**config.mk**
```make
export PLATFORM = sky130hd
export DESIGN_NAME = top_regfile
export DESIGN_NICKNAME = d
export VERILOG_FILES = /design/src/hw/regfile_pkg.sv /design/src/hw/apb_decode.sv /design/src/hw/regfile_readback.sv /design/src/hw/regfile_regs.sv /design/src/hw/top_regfile.sv
export SDC_FILE = /design/constraint.sdc
export NUM_CORES = 1
export LEC_CHECK = 0
export BUFFER_PORTS_ARGS = -buffer_cell sky130_fd_sc_hd__buf_2
export CAP_MARGIN = 10
export CORE_MARGIN = 3
export CORE_UTILIZATION = 50
export CTS_CLUSTER_SIZE = 40
export DETAILED_ROUTE_END_ITERATION = 12
export GPL_TIMING_DRIVEN = 0
export PLACE_DENSITY = 0.8
export SYNTH_ARGS = -nofsm -noshare
export SYNTH_HDL_FRONTEND = slang
export SYNTH_SLANG_ARGS = --single-unit
```
**constraint.sdc**
```tcl
create_clock -name pclk -period 1.8 [get_ports pclk]
set_input_delay 0.18 -clock pclk [delete_from_list [all_inputs] [get_ports pclk]]
set_output_delay 0.18 -clock pclk [all_outputs]
set_load 0.02 [all_outputs]
```
**src/hw/regfile_pkg.sv**
```systemverilog
// Shared types for the APB register file; word addressed, 16-bit data, no wait states or pstrb
`default_nettype none

package regfile_pkg;

    // -------------------------------------------------------------------------
    // Bus and field widths
    // -------------------------------------------------------------------------
    localparam int ADDR_W = 21;
    localparam int DATA_W = 16;
    localparam int IDX_W  = 4;
    localparam int MDIO_W = 9;

    typedef logic [ADDR_W-1:0] paddr_t;
    typedef logic [DATA_W-1:0] pdata_t;
    typedef logic [IDX_W-1:0]  reg_idx_t;
    typedef logic [MDIO_W-1:0] mdio_data_t;
    // PHY address, mask and broadcast address share one width
    typedef logic [4:0]        phy_addr_t;
    // Packet clock divider and phase
    typedef logic [8:0]        clk_ctl_t;

    // -------------------------------------------------------------------------
    // Register map
    // -------------------------------------------------------------------------
    localparam reg_idx_t REG_PHY_CFG   = 4'd0;
    localparam reg_idx_t REG_PHY_CTRL  = 4'd1;
    localparam reg_idx_t REG_CLK_DIV   = 4'd2;
    localparam reg_idx_t REG_CLK_PHASE = 4'd3;
    localparam reg_idx_t REG_CTRL      = 4'd4;
    localparam reg_idx_t REG_CMD       = 4'd5;
    localparam reg_idx_t REG_IDLE_LEN  = 4'd6;
    localparam reg_idx_t REG_MDIO_SEL  = 4'd7;
    localparam reg_idx_t REG_MDIO_ADDR = 4'd8;
    localparam reg_idx_t REG_MDIO_DATA = 4'd9;
    localparam int       NUM_REGS      = 10;

    // Reset words, laid out as the registers read back
    localparam pdata_t RST_PHY_CFG   = 16'h0000;
    localparam pdata_t RST_PHY_CTRL  = 16'h0000;
    localparam pdata_t RST_CLK_DIV   = 16'h0000;
    localparam pdata_t RST_CLK_PHASE = 16'h0000;
    // Both software resets released
    localparam pdata_t RST_CTRL      = 16'h0006;
    localparam pdata_t RST_CMD       = 16'h0000;
    localparam pdata_t RST_IDLE_LEN  = 16'h0040;
    localparam pdata_t RST_MDIO_SEL  = 16'h0000;
    localparam pdata_t RST_MDIO_ADDR = 16'h0000;
    // Capture empty, valid flag clear
    localparam pdata_t RST_MDIO_DATA = 16'h0000;

    // -------------------------------------------------------------------------
    // Bundles
    // -------------------------------------------------------------------------
    typedef struct packed {
        paddr_t addr;
        logic   write;
        logic   sel;
        logic   enable;
        pdata_t wdata;
    } apb_req_t;

    // Decoded access, valid in the access phase
    typedef struct packed {
        reg_idx_t idx;
        logic     acc;
        logic     wr_en;
        logic     rd;
        logic     err;
        pdata_t   wdata;
    } reg_acc_t;

    typedef struct packed {
        phy_addr_t   legal_phy_addr;
        phy_addr_t   legal_phy_addr_mask;
        phy_addr_t   broadcast_addr;
        logic        broadcast_mode;
        logic        non_zero_detect;
        logic        opendrain_mode;
        logic        watchdog_enable;
        logic        sync_select;
        clk_ctl_t    clk_div;
        clk_ctl_t    clk_phase;
        logic        clk_en;
        logic        pktctrl_sw_rstn;
        logic        regfile_sw_rstn;
        logic        self_test_mode;
        logic        capture_mode;
        logic        path96_en;
        logic [1:0]  pkt_data_length;
        pdata_t      idle_length;
        logic [6:0]  mdio_data_sel;
        logic [14:0] mdio_memory_addr;
    } cfg_t;

    // Last field is bit 0, matching CMD bit order
    typedef struct packed {
        logic mdio_read_pulse;
        logic capture_again;
        logic capture_start;
    } cmd_t;

endpackage

`default_nettype wire

```
**src/hw/apb_decode.sv**
```systemverilog
// APB setup/access decoder; expects a setup cycle before every access, no wait states inserted
`default_nettype none

module apb_decode import regfile_pkg::*; #(
    parameter paddr_t BASE_ADDR = '0
) (
    input  logic     pclk,
    input  logic     rst,
    input  apb_req_t req,
    output reg_acc_t acc
);

    // -------------------------------------------------------------------------
    // Setup phase address check
    // -------------------------------------------------------------------------
    paddr_t   offset;
    reg_idx_t idx_d;
    logic     in_range;
    logic     err_d;
    logic     setup;

    // Word offset into the block
    assign offset   = req.addr - BASE_ADDR;
    assign in_range = offset < paddr_t'(NUM_REGS);
    assign idx_d    = offset[IDX_W-1:0];

    // Unmapped, or a write to the read-only capture
    assign err_d = !in_range || (req.write && (idx_d == REG_MDIO_DATA));

    // Select without enable
    assign setup = req.sel && !req.enable;

    // -------------------------------------------------------------------------
    // Held decode for the access cycle
    // -------------------------------------------------------------------------
    reg_idx_t idx_q;
    logic     err_q;

    // A held setup simply recaptures the same result
    always_ff @(posedge pclk) begin
        if (rst) begin
            idx_q <= '0;
            err_q <= 1'b0;
        end else if (setup) begin
            idx_q <= idx_d;
            err_q <= err_d;
        end
    end

    // -------------------------------------------------------------------------
    // Access record
    // -------------------------------------------------------------------------
    logic access;

    // Select and enable together
    assign access = req.sel && req.enable;

    assign acc.idx   = idx_q;
    assign acc.acc   = access;
    assign acc.err   = err_q;
    assign acc.wdata = req.wdata;

    // Legal writes only reach the storage
    assign acc.wr_en = access && req.write && !err_q;

    // Reads flagged whether legal or not; result gates on err
    assign acc.rd    = access && !req.write;

endmodule

`default_nettype wire

```
**src/hw/regfile_readback.sv**
```systemverilog
// Read data and response for the access phase; pready is combinational, no wait states
`default_nettype none

module regfile_readback import regfile_pkg::*; (
    input  reg_acc_t   acc,
    input  cfg_t       cfg,
    input  mdio_data_t mdio_data,
    input  logic       mdio_valid,
    output pdata_t     prdata,
    output logic       pready,
    output logic       pslverr,
    output logic       mdio_rd_clr
);

    // -------------------------------------------------------------------------
    // Register word reassembly
    // -------------------------------------------------------------------------
    pdata_t word;

    // Unused bits stay zero
    always_comb begin
        word = '0;
        case (acc.idx)
            REG_PHY_CFG: begin
                word = {cfg.broadcast_mode, cfg.broadcast_addr,
                        cfg.legal_phy_addr_mask, cfg.legal_phy_addr};
            end
            REG_PHY_CTRL: begin
                word[3:0] = {cfg.sync_select, cfg.watchdog_enable,
                             cfg.opendrain_mode, cfg.non_zero_detect};
            end
            REG_CLK_DIV:   word[8:0] = cfg.clk_div;
            REG_CLK_PHASE: word[8:0] = cfg.clk_phase;
            REG_CTRL: begin
                word[7:0] = {cfg.pkt_data_length, cfg.path96_en, cfg.capture_mode,
                             cfg.self_test_mode, cfg.regfile_sw_rstn,
                             cfg.pktctrl_sw_rstn, cfg.clk_en};
            end
            // Pulses are not readable
            REG_CMD:       word = '0;
            REG_IDLE_LEN:  word = cfg.idle_length;
            REG_MDIO_SEL:  word[6:0] = cfg.mdio_data_sel;
            REG_MDIO_ADDR: word[14:0] = cfg.mdio_memory_addr;
            REG_MDIO_DATA: begin
                word[MDIO_W-1:0] = mdio_data;
                word[DATA_W-1]   = mdio_valid;
            end
            default:       word = '0;
        endcase
    end

    // -------------------------------------------------------------------------
    // Response
    // -------------------------------------------------------------------------
    // Zero outside the access cycle and on error
    assign prdata  = (acc.acc && !acc.err) ? word : '0;
    assign pready  = acc.acc;
    assign pslverr = acc.acc && acc.err;

    // Legal read of the capture drops its valid flag
    assign mdio_rd_clr = acc.rd && !acc.err && (acc.idx == REG_MDIO_DATA);

endmodule

`default_nettype wire

```
**src/hw/regfile_regs.sv**
```systemverilog
// Register storage and command pulses; software reset restores every register one cycle later
`default_nettype none

module regfile_regs import regfile_pkg::*; (
    input  logic       pclk,
    input  logic       rst,
    input  reg_acc_t   acc,
    input  mdio_data_t mdio_pkt_data,
    input  logic       mdio_pkt_data_we,
    input  logic       mdio_rd_clr,
    output cfg_t       cfg,
    output cmd_t       cmd,
    output mdio_data_t mdio_data,
    output logic       mdio_valid
);

    // -------------------------------------------------------------------------
    // Register word to field mapping
    // -------------------------------------------------------------------------

    // Apply one register word to the configuration
    function automatic cfg_t cfg_write(cfg_t cur, reg_idx_t idx, pdata_t d);
        cfg_t nxt;
        nxt = cur;
        case (idx)
            REG_PHY_CFG: begin
                nxt.legal_phy_addr      = d[4:0];
                nxt.legal_phy_addr_mask = d[9:5];
                nxt.broadcast_addr      = d[14:10];
                nxt.broadcast_mode      = d[15];
            end
            REG_PHY_CTRL: begin
                nxt.non_zero_detect = d[0];
                nxt.opendrain_mode  = d[1];
                nxt.watchdog_enable = d[2];
                nxt.sync_select     = d[3];
            end
            REG_CLK_DIV: begin
                nxt.clk_div = d[8:0];
            end
            REG_CLK_PHASE: begin
                nxt.clk_phase = d[8:0];
            end
            REG_CTRL: begin
                nxt.clk_en          = d[0];
                nxt.pktctrl_sw_rstn = d[1];
                nxt.regfile_sw_rstn = d[2];
                nxt.self_test_mode  = d[3];
                nxt.capture_mode    = d[4];
                nxt.path96_en       = d[5];
                nxt.pkt_data_length = d[7:6];
            end
            REG_IDLE_LEN: begin
                nxt.idle_length = d;
            end
            REG_MDIO_SEL: begin
                nxt.mdio_data_sel = d[6:0];
            end
            REG_MDIO_ADDR: begin
                nxt.mdio_memory_addr = d[14:0];
            end
            // CMD and MDIO_DATA hold no configuration
            default: begin
                nxt = cur;
            end
        endcase
        return nxt;
    endfunction

    // Reset image built from the per-register reset words
    function automatic cfg_t cfg_defaults();
        cfg_t c;
        c = '0;
        c = cfg_write(c, REG_PHY_CFG, RST_PHY_CFG);
        c = cfg_write(c, REG_PHY_CTRL, RST_PHY_CTRL);
        c = cfg_write(c, REG_CLK_DIV, RST_CLK_DIV);
        c = cfg_write(c, REG_CLK_PHASE, RST_CLK_PHASE);
        c = cfg_write(c, REG_CTRL, RST_CTRL);
        c = cfg_write(c, REG_IDLE_LEN, RST_IDLE_LEN);
        c = cfg_write(c, REG_MDIO_SEL, RST_MDIO_SEL);
        c = cfg_write(c, REG_MDIO_ADDR, RST_MDIO_ADDR);
        return c;
    endfunction

    // -------------------------------------------------------------------------
    // Configuration storage
    // -------------------------------------------------------------------------
    cfg_t cfg_q;
    logic soft_rst;

    // Stored bit low for one cycle, then everything reloads
    assign soft_rst = !cfg_q.regfile_sw_rstn;

    always_ff @(posedge pclk) begin
        if (rst || soft_rst) begin
            cfg_q <= cfg_defaults();
        end else if (acc.wr_en) begin
            cfg_q <= cfg_write(cfg_q, acc.idx, acc.wdata);
        end
    end

    assign cfg = cfg_q;

    // -------------------------------------------------------------------------
    // Command pulses
    // -------------------------------------------------------------------------
    cmd_t cmd_q;

    // Write-one bits, high for the single cycle after the access edge
    always_ff @(posedge pclk) begin
        if (rst || soft_rst) begin
            cmd_q <= cmd_t'(RST_CMD[$bits(cmd_t)-1:0]);
        end else if (acc.wr_en && (acc.idx == REG_CMD)) begin
            cmd_q <= cmd_t'(acc.wdata[$bits(cmd_t)-1:0]);
        end else begin
            cmd_q <= '0;
        end
    end

    assign cmd = cmd_q;

    // -------------------------------------------------------------------------
    // MDIO packet data capture
    // -------------------------------------------------------------------------
    mdio_data_t mdio_data_q;
    logic       mdio_valid_q;

    // Strobe beats a same-cycle read-clear
    always_ff @(posedge pclk) begin
        if (rst || soft_rst) begin
            mdio_data_q  <= RST_MDIO_DATA[MDIO_W-1:0];
            mdio_valid_q <= RST_MDIO_DATA[DATA_W-1];
        end else if (mdio_pkt_data_we) begin
            mdio_data_q  <= mdio_pkt_data;
            mdio_valid_q <= 1'b1;
        end else if (mdio_rd_clr) begin
            mdio_valid_q <= 1'b0;
        end
    end

    assign mdio_data  = mdio_data_q;
    assign mdio_valid = mdio_valid_q;

endmodule

`default_nettype wire

```
**src/hw/top_regfile.sv**
```systemverilog
// APB register file top; BASE_ADDR is a word address, block spans ten words from it
`default_nettype none

module top_regfile import regfile_pkg::*; #(
    parameter paddr_t BASE_ADDR = '0
) (
    input  logic        pclk,
    input  logic        rst,

    // APB slave
    input  logic [20:0] req_paddr,
    input  logic        req_pwrite,
    input  logic        req_psel,
    input  logic        req_penable,
    input  logic [15:0] req_pwdata,
    output logic        req_pready,
    output logic [15:0] req_prdata,
    output logic        req_pslverr,

    // PHY management configuration
    output logic [4:0]  legal_phy_addr,
    output logic [4:0]  legal_phy_addr_mask,
    output logic [4:0]  broadcast_addr,
    output logic        broadcast_mode,
    output logic        non_zero_detect,
    output logic        opendrain_mode,
    output logic        watchdog_enable,
    output logic        sync_select,

    // Packet control configuration
    output logic [8:0]  rf_pktctrl_clk_div,
    output logic [8:0]  rf_pktctrl_clk_phase,
    output logic        rf_pktctrl_clk_en,
    output logic        rf_pktctrl_sw_rstn,
    output logic        rf_regfile_sw_rstn,
    output logic        rf_self_test_mode,
    output logic        rf_capture_mode,
    output logic        rf_capture_start,
    output logic        rf_capture_again,
    output logic        rf_96path_en,
    output logic [1:0]  rf_pkt_data_length,
    output logic [15:0] rf_pkt_idle_length,

    // MDIO side
    output logic        rf_mdio_read_pulse,
    output logic [6:0]  rf_mdio_data_sel,
    output logic [14:0] rf_mdio_memory_addr,
    input  logic [8:0]  rf_mdio_pkt_data,
    input  logic        rf_mdio_pkt_data_we
);

    apb_req_t   req;
    reg_acc_t   acc;
    cfg_t       cfg;
    cmd_t       cmd;
    mdio_data_t mdio_data;
    logic       mdio_valid;
    logic       mdio_rd_clr;

    // Bus into one record
    assign req.addr   = req_paddr;
    assign req.write  = req_pwrite;
    assign req.sel    = req_psel;
    assign req.enable = req_penable;
    assign req.wdata  = req_pwdata;

    apb_decode #(
        .BASE_ADDR (BASE_ADDR)
    ) decode_i (
        .pclk (pclk),
        .rst  (rst),
        .req  (req),
        .acc  (acc)
    );

    regfile_regs regs_i (
        .pclk             (pclk),
        .rst              (rst),
        .acc              (acc),
        .mdio_pkt_data    (rf_mdio_pkt_data),
        .mdio_pkt_data_we (rf_mdio_pkt_data_we),
        .mdio_rd_clr      (mdio_rd_clr),
        .cfg              (cfg),
        .cmd              (cmd),
        .mdio_data        (mdio_data),
        .mdio_valid       (mdio_valid)
    );

    regfile_readback readback_i (
        .acc         (acc),
        .cfg         (cfg),
        .mdio_data   (mdio_data),
        .mdio_valid  (mdio_valid),
        .prdata      (req_prdata),
        .pready      (req_pready),
        .pslverr     (req_pslverr),
        .mdio_rd_clr (mdio_rd_clr)
    );

    // -------------------------------------------------------------------------
    // Configuration fan-out
    // -------------------------------------------------------------------------
    assign legal_phy_addr       = cfg.legal_phy_addr;
    assign legal_phy_addr_mask  = cfg.legal_phy_addr_mask;
    assign broadcast_addr       = cfg.broadcast_addr;
    assign broadcast_mode       = cfg.broadcast_mode;
    assign non_zero_detect      = cfg.non_zero_detect;
    assign opendrain_mode       = cfg.opendrain_mode;
    assign watchdog_enable      = cfg.watchdog_enable;
    assign sync_select          = cfg.sync_select;
    assign rf_pktctrl_clk_div   = cfg.clk_div;
    assign rf_pktctrl_clk_phase = cfg.clk_phase;
    assign rf_pktctrl_clk_en    = cfg.clk_en;
    assign rf_pktctrl_sw_rstn   = cfg.pktctrl_sw_rstn;
    assign rf_regfile_sw_rstn   = cfg.regfile_sw_rstn;
    assign rf_self_test_mode    = cfg.self_test_mode;
    assign rf_capture_mode      = cfg.capture_mode;
    assign rf_96path_en         = cfg.path96_en;
    assign rf_pkt_data_length   = cfg.pkt_data_length;
    assign rf_pkt_idle_length   = cfg.idle_length;
    assign rf_mdio_data_sel     = cfg.mdio_data_sel;
    assign rf_mdio_memory_addr  = cfg.mdio_memory_addr;

    // One-cycle command pulses
    assign rf_capture_start     = cmd.capture_start;
    assign rf_capture_again     = cmd.capture_again;
    assign rf_mdio_read_pulse   = cmd.mdio_read_pulse;

endmodule

`default_nettype wire

```
== After elaboration in Yosys (flattened, before gate mapping) ==
Cells that the tools add are included.

* Bits in registers: 102
* Bits in latches: 0
* Bits in writable memories: 0
* ROM bits: 0
* Output and inout bits: 105
* Memories: 0

* $add $sub $neg: 0
* Multiply operators: 0
* Div/mod/pow operators: 0
* Magnitude comparators: 1
* Equal/unequal tests: 10
* Shift operators: 0
* Mux-type cells: 9
* Bitwise logic cells: 1
* Reductions and logical operators: 29

{| class="wikitable"
|+ Operators by type and width
! cell !! number
|-
| 4-bit case mux with 9 select lines || 1
|-
| 3-bit case mux with 8 select lines || 1
|-
| 21-bit by 4-bit less-than comparator with 1-bit output, second input constant || 1
|-
| 6-bit case mux with 3 select lines || 1
|-
| 4-bit by 3-bit equality test with 1-bit output, second input constant || 4
|-
| 16-bit two-way mux || 1
|-
| 2-bit AND reduction || 8
|-
| 4-bit equality test, second input constant || 3
|-
| 1-bit logical AND || 11
|-
| 4-bit by 2-bit equality test with 1-bit output, second input constant || 2
|-
| 1-bit case mux with 7 select lines || 1
|-
| 1-bit case mux with 6 select lines || 1
|-
| 1-bit zero test || 5
|-
| 4-bit by 1-bit equality test with 1-bit output, second input constant || 1
|-
| 4-bit zero test || 1
|-
| 1-bit case mux with 3 select lines || 1
|-
| 1-bit logical OR || 2
|-
| 1-bit two-way mux || 2
|-
| 2-bit nonzero test || 1
|-
| 2-bit OR reduction || 1
|-
| 1-bit NOT || 1
|}

== Longest topological paths before layout ==
Gate-level depths: netlist of the first run.

* Depth in word-level cells: 6
* Gate-level depth with buffers: 8
* Depth with buffers taken out: 4

== Modules after synthesis ==
Synthesis of the first run repeated with hierarchy kept, for this count alone.

* Cells, all modules: 532
* Area, all modules: 5007.3 µm²

{| class="wikitable"
|+ By module, submodules not included
! module !! instances !! cells each !! area an instance (µm²) !! sequential area each (µm²)
|-
| regfile_regs || 1 || 347 || 3578.4 || 1941.9
|-
| regfile_readback || 1 || 137 || 1023.5 || 0.0
|-
| apb_decode || 1 || 48 || 405.4 || 100.1
|}

== Worst setup path after synthesis of the first run ==
Ideal clock, no wire load.

* Path type: register to output
* Start: register decode_i.idx_q[2]
* End: output req_prdata[2]
* Arrival: 1648 ps
* Setup slack: -28 ps
* Stages on the path, launching flop included: 7
* Buffers on the path: 3
* Cell sequence: dfxtp_1 > buf_4 > buf_4 > nor4b_4 > buf_4 > a22oi_1 > a31oi_1

* Cells in the longest elaborated chain, start to end: 3

{| class="wikitable"
|+ Ends and longest elaborated chain
! item !! RTL line !! RTL
|-
| start, declared || apb_decode.sv:36 || <nowiki>reg_idx_t idx_q;</nowiki>
|-
| start signal, assigned || apb_decode.sv:45 || <nowiki>idx_q <= idx_d;</nowiki>
|-
| 4-bit equality test (tied with other cells) || regfile_readback.sv:23 || <nowiki>case (acc.idx)</nowiki>
|-
| 4-bit case mux with 9 select lines * || regfile_readback.sv:23 ||
|-
| 16-bit two-way mux * || regfile_readback.sv:56 || <nowiki>assign prdata = (acc.acc && !acc.err) ? word : '0;</nowiki>
|-
| end, declared || top_regfile.sv:17 || <nowiki>output logic [15:0] req_prdata,</nowiki>
|}

Mark *: on every way between the ends. The rest lies on a longest branch, timed or not.

== Worst setup path in the final report of the first run ==
* Start: register decode_i.idx_q[0]
* End: output req_prdata[4]

* Cells in the longest elaborated chain, start to end: 3

{| class="wikitable"
|+ Ends and longest elaborated chain
! item !! RTL line
|-
| 4-bit equality test (tied with other cells) || regfile_readback.sv:23
|-
| 3-bit case mux with 8 select lines * || regfile_readback.sv:23
|-
| 16-bit two-way mux * || regfile_readback.sv:56
|}

Marks and branches as above.

==> impl_metrics.toml, run 1 <==
[logic_synthesis]
synth_edf_count = 0
synth-seq-cells = 102
netlist_area_um2 = 4590
ys.flop_type = "dfxtp_1"
yosys.area.top_type = "dfxtp_1"
synthAdderAreaFrac = 0
synth_warnings = 0
synth_compound_area_frac = 0.165
synth_area_leaders = "dfxtp_1, nand2_1, a21oi_1"
syn_nets = 607
synth_top_area_frac = 0.445
synthCells = 555
synth-simple-area-share = 0.258
synthArstFlopShare = 0
yosys.area_share.xor_xnor = 0
synth_top_family_by_area = "simple AND/OR/NAND/NOR gates"
ys_types = 44
avgSynthCellArea_um2 = 8.27
ys_seq_area_frac = 0.445
muxShareOfSynthArea = 0.0719
synth.most_common_cell = "nand2_1"
synth.top_cells.by_count = "nand2_1, dfxtp_1, a21oi_1, nor2_1, mux2i_1"

[sta]
rsz0062_at_grt = "true"
max_freq_mhz = 440
worst_slew_pin_slew_ns = 0.642
fin_crit_sh = 1.26
min_period_ns = 2.27
timing.slew.headroom = 0.572
setup_ws_ns = -0.474
setup_viol = 20
slew_violations = 0
clock-skew-final_ns = 0.0124
hold_violations = 0

[floorplanning]
rows = 34
dieArea_um2 = 10400
ios = 157
start_util = 0.521
dieHeight_um = 102
die_width_um = 102
core_area_um2 = 8810

[routing]
firstDrtPassIters = 8
ant_nets = 0
wl_met3_mm = 2.12
top_layer_used = "met4"
wl_met1_mm = 7.08
viasPerCell = 6.16
drt_iter0_drc = 697
dr_wl_met2_mm = 8.53
routed_wl_mm = 18.5
wl_per_cell_um = 21.5
drc_errors = 0
vias = 5326

[worst_setup_path]
slowest_delay_ns = 0.39
rrSetupSlack_ns = -0.03
r2r_start = "decode_i.idx_q[0]"
arrival_ns = 2.09
regToRegEndpoint = "regs_i.cfg[10]"
cp_top_family = "buffers and inverters"
path_cells = "buf_8 > buf_12 > or3b_4 > a21oi_4 > a221oi_4 > a31oi_1 > buf_2"
crit_buf_inv = 3
ff2ff_path_depth = 9
cp_data_required_time_ns = 1.62
crit_fanout = 6
worstSetupPathType = "reg -> out"
cp_slowest_cell = "dfxtp_4"
start_kind = "flip-flop"
end_kind = "output pin"

[clock_tree]
holdBufCountCts = 0
htree_levels = 3
root_buffer = "clkbuf_8"
tritoncts = "done"
numCtsBuffers = 9
clockBufferDepth = 2
cts_sinks = 102
path_clk_slew_ns = 0.12
clock_latency_ns = 0.39

[layout]
final_nets = 803
area_delta_synth_final_pct = 43.2
antenna_cells = 0
stdcell_count = 864
finish.utilization = 0.747
drive_above_1_share = 0.385

[power]
p_comb_frac = 0.134
p_int_w = 0.00307
cellPowerDensity_nw_per_um2 = 665
leakage_nw = 2.77
vdd_drop_max_mv = 0.391
switchingPower_w = 0.00130
pwr-share-seq = 0.532
clkPwrFrac = 0.333
sw_frac_of_total = 0.298
power_w = 0.00437

[global_routing]
track_usage = 0.340
antenna_found_initial = 0
globalRouteOverflowTotal = 0
grt_max_degree = 20
first_global_vias = 4822
grt_pass1_wl_mm = 26.6

[placement]
post-place-cells = 814
gp_congestion = 0.975
pre_cts_slack_ns = -0.352
portBuffers = 151
dp.final_hpwl_mm = 12.5

[run_status]
violations = "negative setup slack"
status = "finished with violations"

[hold_path]
worstHoldEndpoint = "regs_i.mdio_data[2]"
min_path_cells = 3
hold_start = "rf_mdio_pkt_data[2]"
hold_path.class = "in -> reg"

[flow_run]
drv_cap = 0
==> final cells by class <==
type	instances	area, um^2
sequential	102	2050
clock buffer	9	124
clock inverter	7	70.1
timing repair buffer	187	1230
multi-input combinational	401	2530
buffer	47	418
inverter	3	11.3
fill	628	2230
tap	108	135
==> layer usage <==
| metal | global-route usage | up-vias |
|---|---|---|
| met1 | 0.446 | 2474 |
| met5 | 0 | - |
| met2 | 0.555 | 429 |
| met4 | 0.149 | 0 |
| li1 | - | 2338 |
| met3 | 0.0560 | 85 |
==> tightest hold or removal path, cell delays in order <==
cell and delay [ns]:
buf_2 0.08, mux2i_1 0.05, nor2_1 0.07
==> through the flow <==
| stage | setup TNS (ns) | hold WS (ns) | cell area [um^2] |
|---|---|---|---|
| 3_5_place_dp | -6.51 | 0.425 | 5490 |
| 6_report | -6.26 | 0.0279 | 6580 |
| 4_1_cts | -5.63 | 0.0418 | 6230 |
| 5_1_grt | -7.37 | 0.0378 | 6580 |
| 3_3_place_gp | -5.36 | 0.422 | 5490 |
| 2_1_floorplan | 0 | 0.252 | 4600 |
==> power by group through the flow <==
stage          Combinational [W]  Sequential, W  Clock [W]
2_1_floorplan           0.000232        0.00238          0
3_5_place_dp            0.000430        0.00237          0
6_report                0.000587        0.00233    0.00146
4_1_cts                 0.000520        0.00232    0.00142
3_3_place_gp            0.000422        0.00237          0
5_1_grt                 0.000613        0.00233    0.00153
==> sequential cells by signal (all words and copies together) (netlist names) <==
name / count
regs_i.mdio_data: 9
decode_i.err_q: 1
decode_i.idx_q: 4
regs_i.mdio_valid: 1
regs_i.cfg: 84
regs_i.cmd: 3
==> what timing repair did <==
item	in CTS	in global routing
pin swaps	24	15
setup endpoints to repair	44	73
setup buffers	22	10
gates resized for setup	91	55
gates cloned	1	3
==> kinds of logic (layout without fill, tap and decap cells) <==
family | count (synthesis) | in the layout
AOI/OAI and AO/OA | 124 | 124
muxes | 33 | 33
buffers and inverters | 52 | 253
and+or+nand+nor | 244 | 244
DFF | 102 | 102
==> placed cells by master (no fill, tap or decap), drive strengths merged, types with 5 or more instances in the layout <==
master and instances:
buf 211, clkbuf 31, nand2 122, mux2i 33, dfxtp 102, a22oi 9
a222oi 10, and2 8, a221oi 7, nor2 46, a21oi 79, nand3 25
o21ai 5, nor4 10, a31oi 8, inv 5
==> worst max-delay path by stage <==
stage / startpoint / cells past startpoint / to / slack [ns]
final: decode_i.idx_q[0] / 7 / req_prdata[4] / -0.47
after floorplan: decode_i.idx_q[0] / 5 / req_prdata[6] / 0.02
after global placement: decode_i.idx_q[3] / 7 / req_prdata[7] / -0.38
after CTS: decode_i.idx_q[0] / 6 / req_prdata[1] / -0.47
after detailed placement: decode_i.idx_q[0] / 6 / req_prdata[6] / -0.35
after global routing: decode_i.idx_q[1] / 7 / req_prdata[8] / -0.53
Power figures use the tool's default switching activity.
==> inputs of run 2 (changes only) <==
--- a/config.mk
+++ b/config.mk
@@ -5,6 +5,7 @@
 export SDC_FILE = /design/constraint.sdc
 export NUM_CORES = 1
 export LEC_CHECK = 0
+export ABC_AREA = 1
 export BUFFER_PORTS_ARGS = -buffer_cell sky130_fd_sc_hd__buf_2
 export CAP_MARGIN = 10
 export CORE_MARGIN = 3
==> run 2 against run 1 <==
Worst setup slack better by 0.30 ns. Fmax rose by 15%. Utilization fell by 5.2 points. Clock skew is 0.00089 ns lower. Clock power grew 3%. The flow still finishes with violations (negative setup slack). Largest power group unchanged.
==> impl_metrics.toml, run 2 <==
[logic_synthesis]
ys_seq_area_frac = 0.450
synthArstFlopShare = 0
synth_warnings = 0
synth.most_common_cell = "nor2_1"
avgSynthCellArea_um2 = 6.75
synth-seq-cells = 102
synth_top_area_frac = 0.450
syn_nets = 724
ys_types = 24
synthCells = 672
yosys.area.top_type = "dfxtp_1"
synth_edf_count = 0
synth.top_cells.by_count = "nor2_1, nand2_1, dfxtp_1, o21ai_0, a21oi_1"
netlist_area_um2 = 4530
synth_area_leaders = "dfxtp_1, nor2_1, nand2_1"
ys.flop_type = "dfxtp_1"

[routing]
viasPerCell = 5.45
vias = 5255
ant_nets = 0
drc_errors = 0
wl_per_cell_um = 16.8
firstDrtPassIters = 5
routed_wl_mm = 16.2
drt_iter0_drc = 416

[sta]
slew_violations = 0
hold_violations = 0
rsz0062_at_grt = "true"
timing.slew.headroom = 0.632
worst_slew_pin_slew_ns = 0.553
max_freq_mhz = 506
min_period_ns = 1.98
fin_crit_sh = 1.10
setup_ws_ns = -0.177
hold_ws_ns = 0.0437
clock-skew-final_ns = 0.0115
setup_viol = 16

[worst_setup_path]
cp_data_required_time_ns = 1.62
end_kind = "output pin"
path_cells = "inv_6 > nor2_4 > nand2_4 > inv_4 > buf_6 > nand2_2 > nand2_2 > nor2_2 > a21oi_2 > buf_4"
rrSetupSlack_ns = 0.14
worstSetupPathType = "reg -> out"
crit_start = "decode_i.idx_q[1]"
slowest_delay_ns = 0.40
cpMostUsedCell = "nand2_2"
ff2ff_path_depth = 9
path_depth = 10
cp_slowest_cell = "dfxtp_4"
cp_top_family = "buffers and inverters"
worstSetupEndpoint = "req_prdata[5]"
crit_fanout = 5
crit_buf_inv = 4
regToRegEndpoint = "regs_i.cfg[5]"
arrival_ns = 1.80
r2r_start = "decode_i.idx_q[3]"
start_kind = "flip-flop"

[placement]
place_area_um2 = 5440
dp.final_hpwl_mm = 11.8
portBuffers = 154
gp_congestion = 0.933

[layout]
layout.cells.most_common = "nor2_1"
num-fill-cells = 744
antenna_cells = 0
largest_reg_flops = 84
drive_above_1_share = 0.328
final_nets = 903
final_cell_mix = "nor2_1, buf_2, nand2_1"
final_area_um2 = 6090
area_delta_synth_final_pct = 34.3

[floorplanning]
core_area_um2 = 8760
dieArea_um2 = 10200
die_width_um = 101
ios = 157
rows = 34
dieHeight_um = 101
start_util = 0.517

[global_routing]
first_global_vias = 5005
grt_max_degree = 19
grt_pass1_wl_mm = 24.8
track_usage = 0.309
antenna_found_initial = 0
globalRouteOverflowTotal = 0

[clock_tree]
clock_latency_ns = 0.37
numCtsBuffers = 9
tritoncts = "done"
root_buffer = "clkbuf_8"
clockBufferDepth = 2
cts_sinks = 102
path_clk_slew_ns = 0.10
htree_levels = 3

[power]
p_int_w = 0.00317
pwr-share-seq = 0.529
leakage_nw = 3.16
cellPowerDensity_nw_per_um2 = 730
sw_frac_of_total = 0.287
vdd_drop_max_mv = 0.428
switchingPower_w = 0.00128
clkPwrFrac = 0.341
p_comb_frac = 0.130

[hold_path]
hold_path.class = "in -> reg"

[run_status]
violations = "negative setup slack"
status = "finished with violations"

[flow_run]
drv_cap = 0
-- run 2: through the flow --
stage                     total power, W  TNS (ns)  setup WS (ns)  cells  utilization
after floorplan                  0.00265         0          0.154    672            -
after global placement           0.00285    -0.940         -0.156    934        0.621
after detailed placement         0.00285     -1.21         -0.204    934        0.621
after CTS                        0.00441     -1.36         -0.125    963        0.685
after global routing             0.00457     -2.78         -0.220    964        0.694
final                            0.00444     -1.61         -0.177    964        0.694
-- run 2: worst reg2reg max path, stage by stage (launching register included) --
cell	delay (ns)
dfxtp_4	0.46
inv_4	0.07
buf_6	0.12
nor2_4	0.17
nand2_2	0.09
nor2_4	0.25
inv_2	0.08
buf_6	0.15
nor2_1	0.12
nor2_1	0.07
-- run 2: worst min path at each step --
stage                                    from                   to  slack (ns)  depth (start not counted)
after floorplan                 req_pwdata[6]       regs_i.cfg[28]        0.31                          2
after global placement    rf_mdio_pkt_data[0]  regs_i.mdio_data[0]        0.43                          3
after detailed placement  rf_mdio_pkt_data[5]  regs_i.mdio_data[5]        0.44                          3
after CTS                 rf_mdio_pkt_data[5]  regs_i.mdio_data[5]        0.04                          3
after global routing      rf_mdio_pkt_data[1]  regs_i.mdio_data[1]        0.06                          3
final                     rf_mdio_pkt_data[5]  regs_i.mdio_data[5]        0.04                          3
-- run 2: kinds of logic (layout without fill, tap and decap cells) --
kind of cell / Yosys count / in the layout / synth area share
simple gates: 362 / 363 / 0.329
compound gates: 133 / 133 / 0.148
flops: 102 / 102 / 0.450
buf+inv: 75 / 258 / 0.0726
-- run 2: timing repair --
item | in CTS | in global routing
setup endpoints to repair | 30 | 59
gates cloned | 3 | 0
hold buffers | 0 | 0
pin swaps | 17 | 6
buffers inserted | 10 | 1
gates resized for setup | 90 | 35
-- run 2: cell type report --
| class | instances | area, um^2 | share of cell area |
|---|---|---|---|
| Tap cell | 108 | 135 | 0.0222 |
| Inverter | 44 | 185 | 0.0304 |
| Sequential cell | 102 | 2060 | 0.338 |
| Multi-Input combinational cell | 496 | 2350 | 0.386 |
| Buffer | 31 | 204 | 0.0335 |
| Clock inverter | 7 | 78.8 | 0.0130 |
| Clock buffer | 9 | 124 | 0.0204 |
| Timing Repair Buffer | 167 | 952 | 0.156 |
-- run 2: per-layer routing --
metal / routed length (um) / track usage / vias up / share of wire
li1: - / - / 2508 / -
met4: 505 / 0.133 / 0 / 0.031
met5: 0 / 0 / - / 0
met1: 6480 / 0.402 / 2395 / 0.40
met2: 7720 / 0.507 / 297 / 0.48
met3: 1540 / 0.0517 / 55 / 0.095
-- run 2: power by group through the flow --
stage | clock (W) | sequential, W | combinational [W]
floorplan | 0 | 0.00242 | 0.000233
global placement | 0 | 0.00239 | 0.000453
detailed placement | 0 | 0.00239 | 0.000460
CTS | 0.00151 | 0.00235 | 0.000551
global route | 0.00159 | 0.00236 | 0.000616
finish | 0.00151 | 0.00235 | 0.000577
